### src/rtl/grid_pkg.sv
package grid_pkg;

    localparam int grid_width  = 16;  // columns of the playfield
    localparam int grid_height = 12;  // rows of the playfield

    localparam int coord_w = 4;  // wide enough for the larger of the two sizes
    localparam int code_w  = 3;

    // object codes as the tile renderer expects them
    typedef enum logic [code_w-1:0] {
        blank      = 3'd0,
        snake_head = 3'd1,
        snake_body = 3'd2,
        apple_c    = 3'd3,
        border_c   = 3'd4
    } obj_code_t;

endpackage

### src/rtl/draw_pkg.sv
package draw_pkg;

    // one queued command is {x, y, code}
    localparam int draw_cmd_w = 2 * grid_pkg::coord_w + grid_pkg::code_w;

    localparam int default_fifo_depth = 8;  // must be a power of two

endpackage

### src/rtl/scene_board.sv
`timescale 1ns/1ps

module scene_board (
    input  logic                         clk,
    input  logic                         nrst,
    input  logic                         wr_valid,
    output logic                         wr_ready,
    input  logic [grid_pkg::coord_w-1:0] wr_x,
    input  logic [grid_pkg::coord_w-1:0] wr_y,
    input  grid_pkg::obj_code_t          wr_code,
    input  logic [grid_pkg::coord_w-1:0] rd_x,
    input  logic [grid_pkg::coord_w-1:0] rd_y,
    output logic                         body,
    output logic                         head,
    output logic                         apple,
    output logic                         border
);

    import grid_pkg::*;

    obj_code_t board [grid_width][grid_height];  // wanted code per cell
    obj_code_t rd_code;
    logic      wr_take;
    logic      wr_in_grid;

    assign wr_ready = 1'b1;  // the board can take a write on every cycle

    assign wr_in_grid = (wr_x < grid_width) && (wr_y < grid_height);
    assign wr_take    = wr_valid && wr_ready && wr_in_grid;

    always_ff @(posedge clk, negedge nrst) begin
        if (!nrst) begin
            for (int i = 0; i < grid_width; i++) begin
                for (int j = 0; j < grid_height; j++) begin
                    board[i][j] <= blank;
                end
            end
        end else if (wr_take) begin
            board[wr_x][wr_y] <= wr_code;  // seen by the scan from the next cycle
        end
    end

    assign rd_code = board[rd_x][rd_y];

    always_comb begin
        body   = 1'b0;
        head   = 1'b0;
        apple  = 1'b0;
        border = 1'b0;
        case (rd_code)
            snake_body: body   = 1'b1;
            snake_head: head   = 1'b1;
            apple_c:    apple  = 1'b1;
            border_c:   border = 1'b1;
            default:    ;  // blank raises no flag
        endcase
    end

    // the host must only address cells that exist
    a_wr_in_grid: assert property (
        @(posedge clk) disable iff (!nrst)
        (wr_valid && wr_ready) |-> wr_in_grid
    ) else $error("scene_board: write outside the grid at x=%0d y=%0d", wr_x, wr_y);

endmodule

### src/rtl/frame_tracker.sv
`timescale 1ns/1ps

module frame_tracker (
    input  logic                         clk,
    input  logic                         nrst,
    input  logic                         enable,
    input  logic                         body,
    input  logic                         head,
    input  logic                         apple,
    input  logic                         border,
    output grid_pkg::obj_code_t          obj_code,
    output logic [grid_pkg::coord_w-1:0] x,
    output logic [grid_pkg::coord_w-1:0] y,
    output logic                         diff
);

    import grid_pkg::*;

    localparam logic [coord_w-1:0] last_x = coord_w'(grid_width - 1);
    localparam logic [coord_w-1:0] last_y = coord_w'(grid_height - 1);

    obj_code_t          frame [grid_width][grid_height];  // what the renderer already shows
    logic [coord_w-1:0] cur_x;
    logic [coord_w-1:0] cur_y;
    obj_code_t          drawn;
    obj_code_t          wanted;
    logic               on_edge;

    // scan counter, row-major with x fastest
    always_ff @(posedge clk, negedge nrst) begin
        if (!nrst) begin
            cur_x <= '0;
            cur_y <= '0;
        end else if (enable) begin
            if (cur_x == last_x) begin
                cur_x <= '0;
                cur_y <= (cur_y == last_y) ? '0 : cur_y + 1'b1;
            end else begin
                cur_x <= cur_x + 1'b1;
            end
        end
    end

    assign drawn   = frame[cur_x][cur_y];
    assign on_edge = (cur_x == '0) || (cur_x == last_x) || (cur_y == '0) || (cur_y == last_y);

    // turn the flags back into a code
    always_comb begin
        if (head) begin
            wanted = snake_head;
        end else if (body) begin
            wanted = snake_body;
        end else if (apple) begin
            wanted = apple_c;
        end else if (border) begin
            wanted = border_c;
        end else begin
            wanted = blank;
        end
    end

    always_comb begin
        if (on_edge) begin
            diff = border && (drawn != border_c);  // edges only ever become border
        end else begin
            diff = !border && (wanted != drawn);  // border is ignored inside the field
        end
        obj_code = diff ? wanted : drawn;
    end

    always_ff @(posedge clk, negedge nrst) begin
        if (!nrst) begin
            for (int i = 0; i < grid_width; i++) begin
                for (int j = 0; j < grid_height; j++) begin
                    frame[i][j] <= blank;
                end
            end
        end else if (enable && diff) begin
            frame[cur_x][cur_y] <= obj_code;  // the command for this cell is queued now
        end
    end

    assign x = cur_x;
    assign y = cur_y;

    a_scan_in_grid: assert property (
        @(posedge clk) disable iff (!nrst)
        (cur_x < grid_width) && (cur_y < grid_height)
    ) else $error("frame_tracker: scan left the grid at x=%0d y=%0d", cur_x, cur_y);

    // the board decodes one code per cell, so its flags never overlap
    a_flags_onehot: assert property (
        @(posedge clk) disable iff (!nrst)
        $onehot0({body, head, apple, border})
    ) else $error("frame_tracker: more than one object flag at x=%0d y=%0d", cur_x, cur_y);

endmodule

### src/rtl/draw_fifo.sv
`timescale 1ns/1ps

module draw_fifo #(
    parameter int fifo_depth = draw_pkg::default_fifo_depth
) (
    input  logic                         clk,
    input  logic                         nrst,
    input  logic                         push,
    input  logic [grid_pkg::coord_w-1:0] push_x,
    input  logic [grid_pkg::coord_w-1:0] push_y,
    input  grid_pkg::obj_code_t          push_code,
    output logic                         room,
    output logic                         draw_valid,
    input  logic                         draw_ready,
    output logic [grid_pkg::coord_w-1:0] draw_x,
    output logic [grid_pkg::coord_w-1:0] draw_y,
    output grid_pkg::obj_code_t          draw_code
);

    import grid_pkg::*;
    import draw_pkg::*;

    localparam int ptr_w = $clog2(fifo_depth);

    logic [draw_cmd_w-1:0] mem [fifo_depth];
    logic [ptr_w-1:0]      wr_ptr;
    logic [ptr_w-1:0]      rd_ptr;
    logic [ptr_w:0]        count;
    logic [draw_cmd_w-1:0] head_cmd;
    logic                  pop;

    assign room       = (count != (ptr_w + 1)'(fifo_depth));
    assign draw_valid = (count != '0);
    assign pop        = draw_valid && draw_ready;

    always_ff @(posedge clk) begin
        if (push) begin
            mem[wr_ptr] <= {push_x, push_y, push_code};
        end
    end

    // pointers wrap on their own since the depth is a power of two
    always_ff @(posedge clk, negedge nrst) begin
        if (!nrst) begin
            wr_ptr <= '0;
            rd_ptr <= '0;
            count  <= '0;
        end else begin
            if (push) begin
                wr_ptr <= wr_ptr + 1'b1;
            end
            if (pop) begin
                rd_ptr <= rd_ptr + 1'b1;
            end
            case ({push, pop})
                2'b10:   count <= count + 1'b1;
                2'b01:   count <= count - 1'b1;
                default: ;  // both or neither leave the level unchanged
            endcase
        end
    end

    assign head_cmd  = mem[rd_ptr];  // stays put until it is taken
    assign draw_x    = head_cmd[draw_cmd_w-1 -: coord_w];
    assign draw_y    = head_cmd[code_w +: coord_w];
    assign draw_code = obj_code_t'(head_cmd[code_w-1:0]);

    // the tracker must stall on a full queue
    a_no_overflow: assert property (
        @(posedge clk) disable iff (!nrst)
        push |-> room
    ) else $error("draw_fifo: push while full");

endmodule

### src/rtl/snake_display.sv
`timescale 1ns/1ps

module snake_display #(
    parameter int fifo_depth = draw_pkg::default_fifo_depth
) (
    input  logic                         clk,
    input  logic                         nrst,
    input  logic                         wr_valid,
    output logic                         wr_ready,
    input  logic [grid_pkg::coord_w-1:0] wr_x,
    input  logic [grid_pkg::coord_w-1:0] wr_y,
    input  grid_pkg::obj_code_t          wr_code,
    output logic                         draw_valid,
    input  logic                         draw_ready,
    output logic [grid_pkg::coord_w-1:0] draw_x,
    output logic [grid_pkg::coord_w-1:0] draw_y,
    output grid_pkg::obj_code_t          draw_code
);

    import grid_pkg::*;

    logic [coord_w-1:0] scan_x;
    logic [coord_w-1:0] scan_y;
    logic               body;
    logic               head;
    logic               apple;
    logic               border;
    obj_code_t          obj_code;
    logic               diff;
    logic               room;
    logic               push;

    scene_board i_board (
        .clk      (clk),
        .nrst     (nrst),
        .wr_valid (wr_valid),
        .wr_ready (wr_ready),
        .wr_x     (wr_x),
        .wr_y     (wr_y),
        .wr_code  (wr_code),
        .rd_x     (scan_x),
        .rd_y     (scan_y),
        .body     (body),
        .head     (head),
        .apple    (apple),
        .border   (border)
    );

    frame_tracker i_tracker (
        .clk      (clk),
        .nrst     (nrst),
        .enable   (room),  // scan freezes while the queue is full
        .body     (body),
        .head     (head),
        .apple    (apple),
        .border   (border),
        .obj_code (obj_code),
        .x        (scan_x),
        .y        (scan_y),
        .diff     (diff)
    );

    assign push = diff && room;

    draw_fifo #(
        .fifo_depth (fifo_depth)
    ) i_fifo (
        .clk        (clk),
        .nrst       (nrst),
        .push       (push),
        .push_x     (scan_x),
        .push_y     (scan_y),
        .push_code  (obj_code),
        .room       (room),
        .draw_valid (draw_valid),
        .draw_ready (draw_ready),
        .draw_x     (draw_x),
        .draw_y     (draw_y),
        .draw_code  (draw_code)
    );

endmodule

### config.mk
export PLATFORM = sky130hd
export DESIGN_NAME = snake_display
export DESIGN_NICKNAME = d
export VERILOG_FILES = /design/src/rtl/grid_pkg.sv /design/src/rtl/draw_pkg.sv /design/src/rtl/scene_board.sv /design/src/rtl/frame_tracker.sv /design/src/rtl/draw_fifo.sv /design/src/rtl/snake_display.sv
export SDC_FILE = /design/constraint.sdc
export NUM_CORES = 2
export LEC_CHECK = 0
export BUFFER_PORTS_ARGS = -buffer_cell sky130_fd_sc_hd__buf_2
export CAP_MARGIN = 0
export CELL_PAD_IN_SITES_DETAIL_PLACEMENT = 2
export CELL_PAD_IN_SITES_GLOBAL_PLACEMENT = 2
export CORE_AREA = 10 10 312 434
export CTS_CLUSTER_SIZE = 25
export DETAILED_ROUTE_END_ITERATION = 16
export DIE_AREA = 0 0 322 444
export PLACE_DENSITY = 0.88
export SETUP_SLACK_MARGIN = 0.5
export SYNTH_ARGS = -nofsm -noshare
export SYNTH_HDL_FRONTEND = slang
export SYNTH_SLANG_ARGS = --single-unit
### constraint.sdc
create_clock -name clk -period 14 [get_ports clk]
set_clock_uncertainty 0.1 [all_clocks]
set_input_delay 2.1 -clock clk [delete_from_list [all_inputs] [get_ports clk]]
set_output_delay 2.1 -clock clk [all_outputs]
set_load 0.02 [all_outputs]
======== Word level (Yosys, flattened, before mapping) ========
Memory sizes are Yosys's and may differ from the RTL's.
Index checks and enable logic that the tools add are counted.
cells by class
  add/subtract/negate cells ............... 6
  $lt $le $gt $ge ......................... 9
  eq/ne operators ......................... 11
  mux-type cells .......................... 37
  bitwise gates (word level) .............. 4
  reductions and logical operators ........ 18
operators with widths
  cell                   count
  $bwmux W576            2
  $bmux W36 S4           2
  $demux W36 S4          2
  $mux W36               6
  $mux W3                11
  $bmux W3 S4            2
  $demux W3 S4           2
  $ge A5 B5 Y1 const B   4
  $lt A5 B1 Y1 const B   4
  $not A4 Y5             4
  $add A4 B1 Y4 const B  3
  $logic_and A1 B1 Y1    9
  $eq A4 B4 Y1 const B   2
  $logic_not A4 Y1       2
  $mux W4                2
  $pmux W4 S2            1
  $mux W1                7
  $add A3 B1 Y3 const B  2
  $eq A3 B2 Y1 const B   2
  $lt A4 B4 Y1 const B   1
  $ne A4 B4 Y1 const B   1
  $reduce_bool A4 Y1     1
  $sub A4 B1 Y4 const B  1
  $eq A3 B1 Y1 const B   1
  9 further kinds        11
word-level totals
  flip-flop bits (word level) ............. 1170
  bits in writable memories ............... 88
  bits of input ports ..................... 15
  output and inout port bits .............. 13
  logic and storage cells ................. 475
  memories ................................ 1
memory list
  name        depth  bits a word  rd ports  clocked after Yosys merged registers in  wr ports  RTL line         RTL
  i_fifo.mem  8      11           1         0                                        1         draw_fifo.sv:25  logic [draw_cmd_w-1:0] mem [fifo_depth];

======== Logic depth before layout (Yosys ltp) ========
  word-level depth ........................ 19
  gate-level depth with buffers ........... 26
  gate-level depth less buffers ........... 18

======== By module ========
Synthesis repeated with hierarchy kept, for this count alone.
unflattened totals
  cell total of the unflattened synthesis .. 4140
  area, all modules ....................... 60127.7 um2
by module, submodules not included
  module         instances  cells each  area an instance (um2)  seq. area each (um2)
  frame_tracker  1          2036        28977.8                 14614.0
  scene_board    1          1920        27186.1                 14413.8
  draw_fifo      1          183         3957.5                  2892.8
  snake_display  1          1           6.3                     0.0

======== Least setup slack after synthesis ========
No wires, ideal clock.
  kind .................................... reg-to-reg
  start ................................... register i_tracker.cur_x[0], in the netlist i_tracker.x[0]
  end ..................................... memory i_fifo.mem[3][0] (netlist bit) (enable)
  library setup time ...................... 0.412 ns
  data arrival time ....................... 5.122 ns
  required time ........................... 13.488 ns
  setup slack ............................. 8.366 ns
  cell stages (with the launch flop) ...... 18
  buffers on the path ..................... 6
  period minus slack after synthesis ...... 5.634 ns
  path through ............................ dfrtp_1 -> buf_4 -> buf_4 -> buf_4 -> buf_2 -> mux4_2 -> a22oi_1 -> nand3_1 -> a32oi_1 -> nand3_1 -> or3b_1 -> a31oi_2 -> o21ai_2 -> buf_2 -> nor2_1 -> inv_2 -> buf_2 -> nor4b_1
on the way
  word-level cells in the longest chain between the ends .. 19
  elaborated cells on any way between the ends .. 39
  those cells by class .................... eq/ne (7); mux (23); bitwise (1); reduce/logical (8)
RTL lines
  what                                          RTL line                                RTL
  start, declared                               frame_tracker.sv:23                     logic [coord_w-1:0] cur_x;
  start signal, assigned                        frame_tracker.sv:39                     cur_x <= cur_x + 1'b1;
  $not A4 Y5 (implied by the code)              scene_board.sv:43, frame_tracker.sv:44
  $bmux W36 S4                                  scene_board.sv:43                       assign rd_code = board[rd_x][rd_y];
  $mux W36 (implied by the code) (2 in series)  scene_board.sv:43
  $bmux W3 S4                                   scene_board.sv:43
  $mux W3 (implied by the code) (2 in series)   scene_board.sv:43
  $eq A3 B3 Y1                                  scene_board.sv:50                       case (rd_code)
  $mux W1                                       scene_board.sv:50
  $mux W3                                       frame_tracker.sv:55                     end else if (border) begin
  $mux W3                                       frame_tracker.sv:53                     end else if (apple) begin
  $mux W3                                       frame_tracker.sv:51                     end else if (body) begin
  $mux W3                                       frame_tracker.sv:49                     if (head) begin
  $ne A3 B3 Y1                                  frame_tracker.sv:66                     diff = !border && (wanted != drawn);
  $logic_and A1 B1 Y1                           frame_tracker.sv:66
  $mux W1 *                                     frame_tracker.sv:63                     if (on_edge) begin
  $logic_and A1 B1 Y1 *                         snake_display.sv:63                     assign push = diff && room;
  $mux W1 *                                     draw_fifo.sv:37                         if (push) begin
  $mux W1 (implied by the code) *               draw_fifo.sv:38                         mem[wr_ptr] <= {push_x, push_y, push_code};
  end, declared                                 draw_fifo.sv:25
Mark *: on every way between the ends. The rest lies on a longest branch, timed or not. The select of a mux whose other input is x is not followed.

======== Worst setup path in the final report ========
  start ................................... register i_tracker.cur_x[0], in the netlist i_tracker.x[0]
  end ..................................... register i_fifo.count[3]
on the way
  word-level cells in the longest chain between the ends .. 19
  elaborated cells on any way between the ends .. 41
  those cells by class .................... eq/ne (9); mux (22); bitwise (1); reduce/logical (9)
RTL lines
  what                                                      RTL line                                RTL
  $not A4 Y5 (implied by the code)                          scene_board.sv:43, frame_tracker.sv:44
  $bmux W36 S4                                              scene_board.sv:43
  $mux W36 (implied by the code) (2 in series)              scene_board.sv:43
  $bmux W3 S4                                               scene_board.sv:43
  $mux W3 (implied by the code) (2 in series)               scene_board.sv:43
  $eq A3 B3 Y1                                              scene_board.sv:50
  $mux W1                                                   scene_board.sv:50
  $mux W3                                                   frame_tracker.sv:55
  $mux W3                                                   frame_tracker.sv:53
  $mux W3                                                   frame_tracker.sv:51
  $mux W3                                                   frame_tracker.sv:49
  $ne A3 B3 Y1                                              frame_tracker.sv:66
  $logic_and A1 B1 Y1                                       frame_tracker.sv:66
  $mux W1 *                                                 frame_tracker.sv:63
  $logic_and A1 B1 Y1 *                                     snake_display.sv:63
  $eq A2 B1 Y1 / $eq A2 B2 Y1 (equally long branches)       draw_fifo.sv:55                         case ({push, pop})
  $pmux W4 S2 / $reduce_bool A2 Y1 (equally long branches)  --
  end signal, assigned                                      draw_fifo.sv:56                         2'b10: count <= count + 1'b1;
  end signal, assigned                                      draw_fifo.sv:57                         2'b01: count <= count - 1'b1;
  end, declared                                             draw_fifo.sv:28                         logic [ptr_w:0] count;
Marked as above.
A chain may end at the register's enable or synchronous reset.

==> impl_metrics.ini <==
[timing]
slew_headroom_pct = -13.5
fmax_mhz = 103
setup_viol = 0
post-route-min-period_ps = 9700
rsz0062_at_grt = no
period_share_pct = 69.3
setup_tns_ps = 0
finalMaxSlewViolations = 4
worst_pin_slew_ps = 1700
final_hold_viol_count = 0

[die]
rows = 155
start_util_pct = 46.6
num_io_pins = 28
die_w_um = 322
coreArea_mm2 = 0.127
design.die.area_mm2 = 0.143
chipHeight_um = 444

[place]
dp_hpwl_mm = 136
place.gp.congestion = 0.860
numPortBuffers = 26
placed_area_mm2 = 0.0611

[yosys]
synth.avg_cell_area_um2 = 14.6
yosys_warnings = 0
synth_top_area_share_pct = 49.3
synthTopCellsByArea = dfrtp_1 49%, mux2_2 13%, mux4_2 10%, mux2_1 6.2%, edfxtp_1 4.5%
yosysTopAreaCell = dfrtp_1
ys_ff_latch = 1258
ys_types = 86
synthSimpleGateAreaFrac_pct = 7.41
synth_nets = 4089
async_flop_share_pct = 93.0
synthMuxAreaShare_pct = 30.8
netlist_area_mm2 = 0.0593
ys.flop_type = dfrtp_1
synth-adder-area-share_pct = 0.274
netlist_instances = 4061
synth_xor_area_share_pct = 0.177
synth_top_family_by_area = multiplexers
synth_edf_count = 88
seq_area_frac_synth_pct = 53.8
synth-compound-area-share_pct = 4.83

[final_layout]
regArea_mm2 = 0.0319
final_area_mm2 = 0.0654
fill_cells = 11300
area_delta_synth_final_pct = 10.2
drive_above_1_share_pct = 35.4
layout.nets = 4018
multiInputGateArea_mm2 = 0.0260

[power]
irDropWorstVdd_mv = 0.592
p_sw_share_pct = 45.9
clkPwrFrac_pct = 27.4
power_frac_seq_pct = 32.5
power_frac_comb_pct = 40.2
power.switching_mw = 6.18
internal_power_mw = 7.28
p_per_area_mw_per_mm2 = 206
p_leak_nw = 30.2

[routing]
dr.first_iter.drc_count = 4522
wl_met3_mm = 21.8
dr_wl_met2_mm = 123
wl_per_cell_um = 44.5
drcViolationCount = 0
drtAntennaViolNets = 0
routed.top_layer = met5
first_pass_iters = 5
wl_met1_mm = 85.3
vias = 41400
drt-total-wl_mm = 256
via_per_inst = 7.20

[critical_path]
critPathRequiredTime_ps = 14590
worstPathArrival_ps = 10300
worstSetupStartpointType = register
critPathKind = register to register
worst-path-buf-inv = 3
worstPathMaxFanout = 87
crit_slowest_cell = dfrtp_4
slowest_delay_ps = 1010
crit_family = simple AND/OR/NAND/NOR gates
endpoint_kind = register
crit_path_cell_trace = buf_12 -> buf_4 -> mux4_2 -> nand2b_1 -> o21ai_0 -> a221oi_1 -> a221o_1 -> nor4b_4 -> nand4_1 -> nor2_1 -> o21ai_4 -> nor2_1 -> inv_2 -> ha_1 -> nor4bb_1 -> a211oi_1 -> a211oi_1 -> xor2_1

[clock_tree]
cts.sinks = 1258
htree_levels = 3
cts_buffers = 121
clock_tree.buffer_depth = 3
post_cts_buffers = 0
clk_pin_slew_ps = 70
post_cts_resized = 0
cts_tree = yes
postCtsHoldBufs = 0
clock_tree.root_cell = clkbuf_16
clk-insertion-delay-late_ps = 830

[global_routing]
antenna_found_initial = 18
globalRouteOverflowTotal = 0
grt_max_degree = 174
grt_usage_pct = 33.6
grt_pass1_wl_mm = 351
grt_pass1_vias = 46300

[run]
cap_viol_max_count = 1

[worst_hold_path]
hp-class = register to register

[run_status]
status = finished with violations
violations = max-capacitance violations, max-slew violations
area by class of cell:
class | instances | share of cell area, %
Timing Repair Buffer | 132 | 1.60
Multi-Input combinational cell | 2463 | 39.7
Tap cell | 1648 | 3.15
Clock buffer | 164 | 5.33
Antenna cell | 10 | 0.0383
Sequential cell | 1258 | 48.8
Clock inverter | 60 | 1.22
Inverter | 14 | 0.0804
routing by layer:
layer | global-route usage [%] | up-vias
met5 | 0 | -
met4 | 28.1 | 16
met3 | 8.20 | 1352
met2 | 55.0 | 2922
met1 | 36.7 | 22000
li1 | - | 15100
cell usage in the layout (no fill, tap or decap), types with 16 or more instances in the layout:
cell type / Yosys / layout
clkbuf_16: 0 / 124
edfxtp_1: 88 / 88
mux2_2: 661 / 661
mux2_1: 326 / 326
mux2i_1: 103 / 103
buf_2: 53 / 22
nand2b_1: 20 / 20
mux4_2: 272 / 272
o31a_1: 17 / 17
nor4_1: 36 / 27
buf_4: 38 / 100
clkbuf_1: 197 / 17
a21o_1: 41 / 41
nand2_1: 275 / 274
clkinv_2: 0 / 18
a21oi_1: 40 / 40
a22oi_1: 48 / 48
or4_4: 37 / 37
nor4_4: 27 / 27
o22ai_1: 21 / 21
nor4_2: 52 / 61
dfrtp_1: 1170 / 1164
a21boi_1: 16 / 16
nor2b_1: 42 / 39
a21boi_0: 64 / 64
and2_1: 27 / 26
nor2_1: 53 / 50
nand3_1: 33 / 33
o21ai_0: 24 / 24
clkbuf_8: 0 / 23
nor3_1: 34 / 26
worst paths after layout:
kind	startpoint	cells after the start	endpoint	slack, ps
min in group asynchronous	nrst	1	i_board.board[221]	1260
setup / recovery	i_tracker.x[0]	18	i_fifo.count[3]	4300
hold reg to reg	i_tracker.frame[11]	1	i_tracker.frame[11]	360
hold / removal	i_tracker.frame[11]	1	i_tracker.frame[11]	360
max in group asynchronous	nrst	4	i_tracker.frame[268]	9100
setup reg to reg	i_tracker.x[0]	18	i_fifo.count[3]	4300
synthesized netlist by cell type (11+ instances only):
library cell,number
o21ai_0,24
nor3_1,34
buf_2,53
o221ai_1,15
o22ai_1,21
and3_1,14
a21o_1,41
mux2_2,661
a21oi_1,40
nor4_1,36
nor4_4,27
mux2_1,326
o31a_1,17
a21boi_0,64
a21boi_1,16
a22oi_1,48
and2_1,27
nand3_1,33
nor4_2,52
nor2_1,53
nor2b_1,42
clkbuf_1,197
dfrtp_1,1170
edfxtp_1,88
buf_4,38
nand2_1,275
mux2i_1,103
ha_1,13
or4_4,37
a211oi_1,11
mux4_2,272
buf_1,20
nand2b_1,20
buf_6,18
registers in the layout, summed over array words and instances (netlist names):
name / flops
i_tracker.frame: 576
i_tracker.y: 4
i_board.board: 576
i_fifo.mem: 88
i_tracker.x: 4
i_fifo.count: 4
i_fifo.rd_ptr: 3
i_fifo.wr_ptr: 3
through the flow:
step	power (mW)	setup slack [ps]	util, %	hold WS [ps]	cells
2_1_floorplan	7.53	8370	-	323	4061
3_3_place_gp	9.05	5990	48.0	333	5514
3_5_place_dp	9.30	5260	48.0	345	5514
4_1_cts	13.1	5010	51.4	363	5738
5_1_grt	13.7	4160	51.4	399	5739
6_report	13.5	4300	51.4	363	5749
kinds of logic (layout without fill, tap and decap cells):
family / Yosys count / in the layout
and+or+nand+nor: 689 / 689
buffers and inverters: 340 / 370
other: 1 / 11
xor gates and xnor gates: 12 / 12
adders and majority gates: 13 / 13
AOI/OAI and AO/OA: 386 / 386
DFF: 1258 / 1258
muxes: 1362 / 1362
power groups by stage:
stage / Combinational (mW) / Clock, mW / Sequential [mW]
after floorplan: 3.35 / 0 / 4.18
after global placement: 4.72 / 0 / 4.34
after detailed placement: 4.92 / 0 / 4.38
after CTS: 5.07 / 3.67 / 4.34
after global routing: 5.43 / 3.84 / 4.39
final: 5.41 / 3.69 / 4.37
Power figures use the tool's default switching activity.
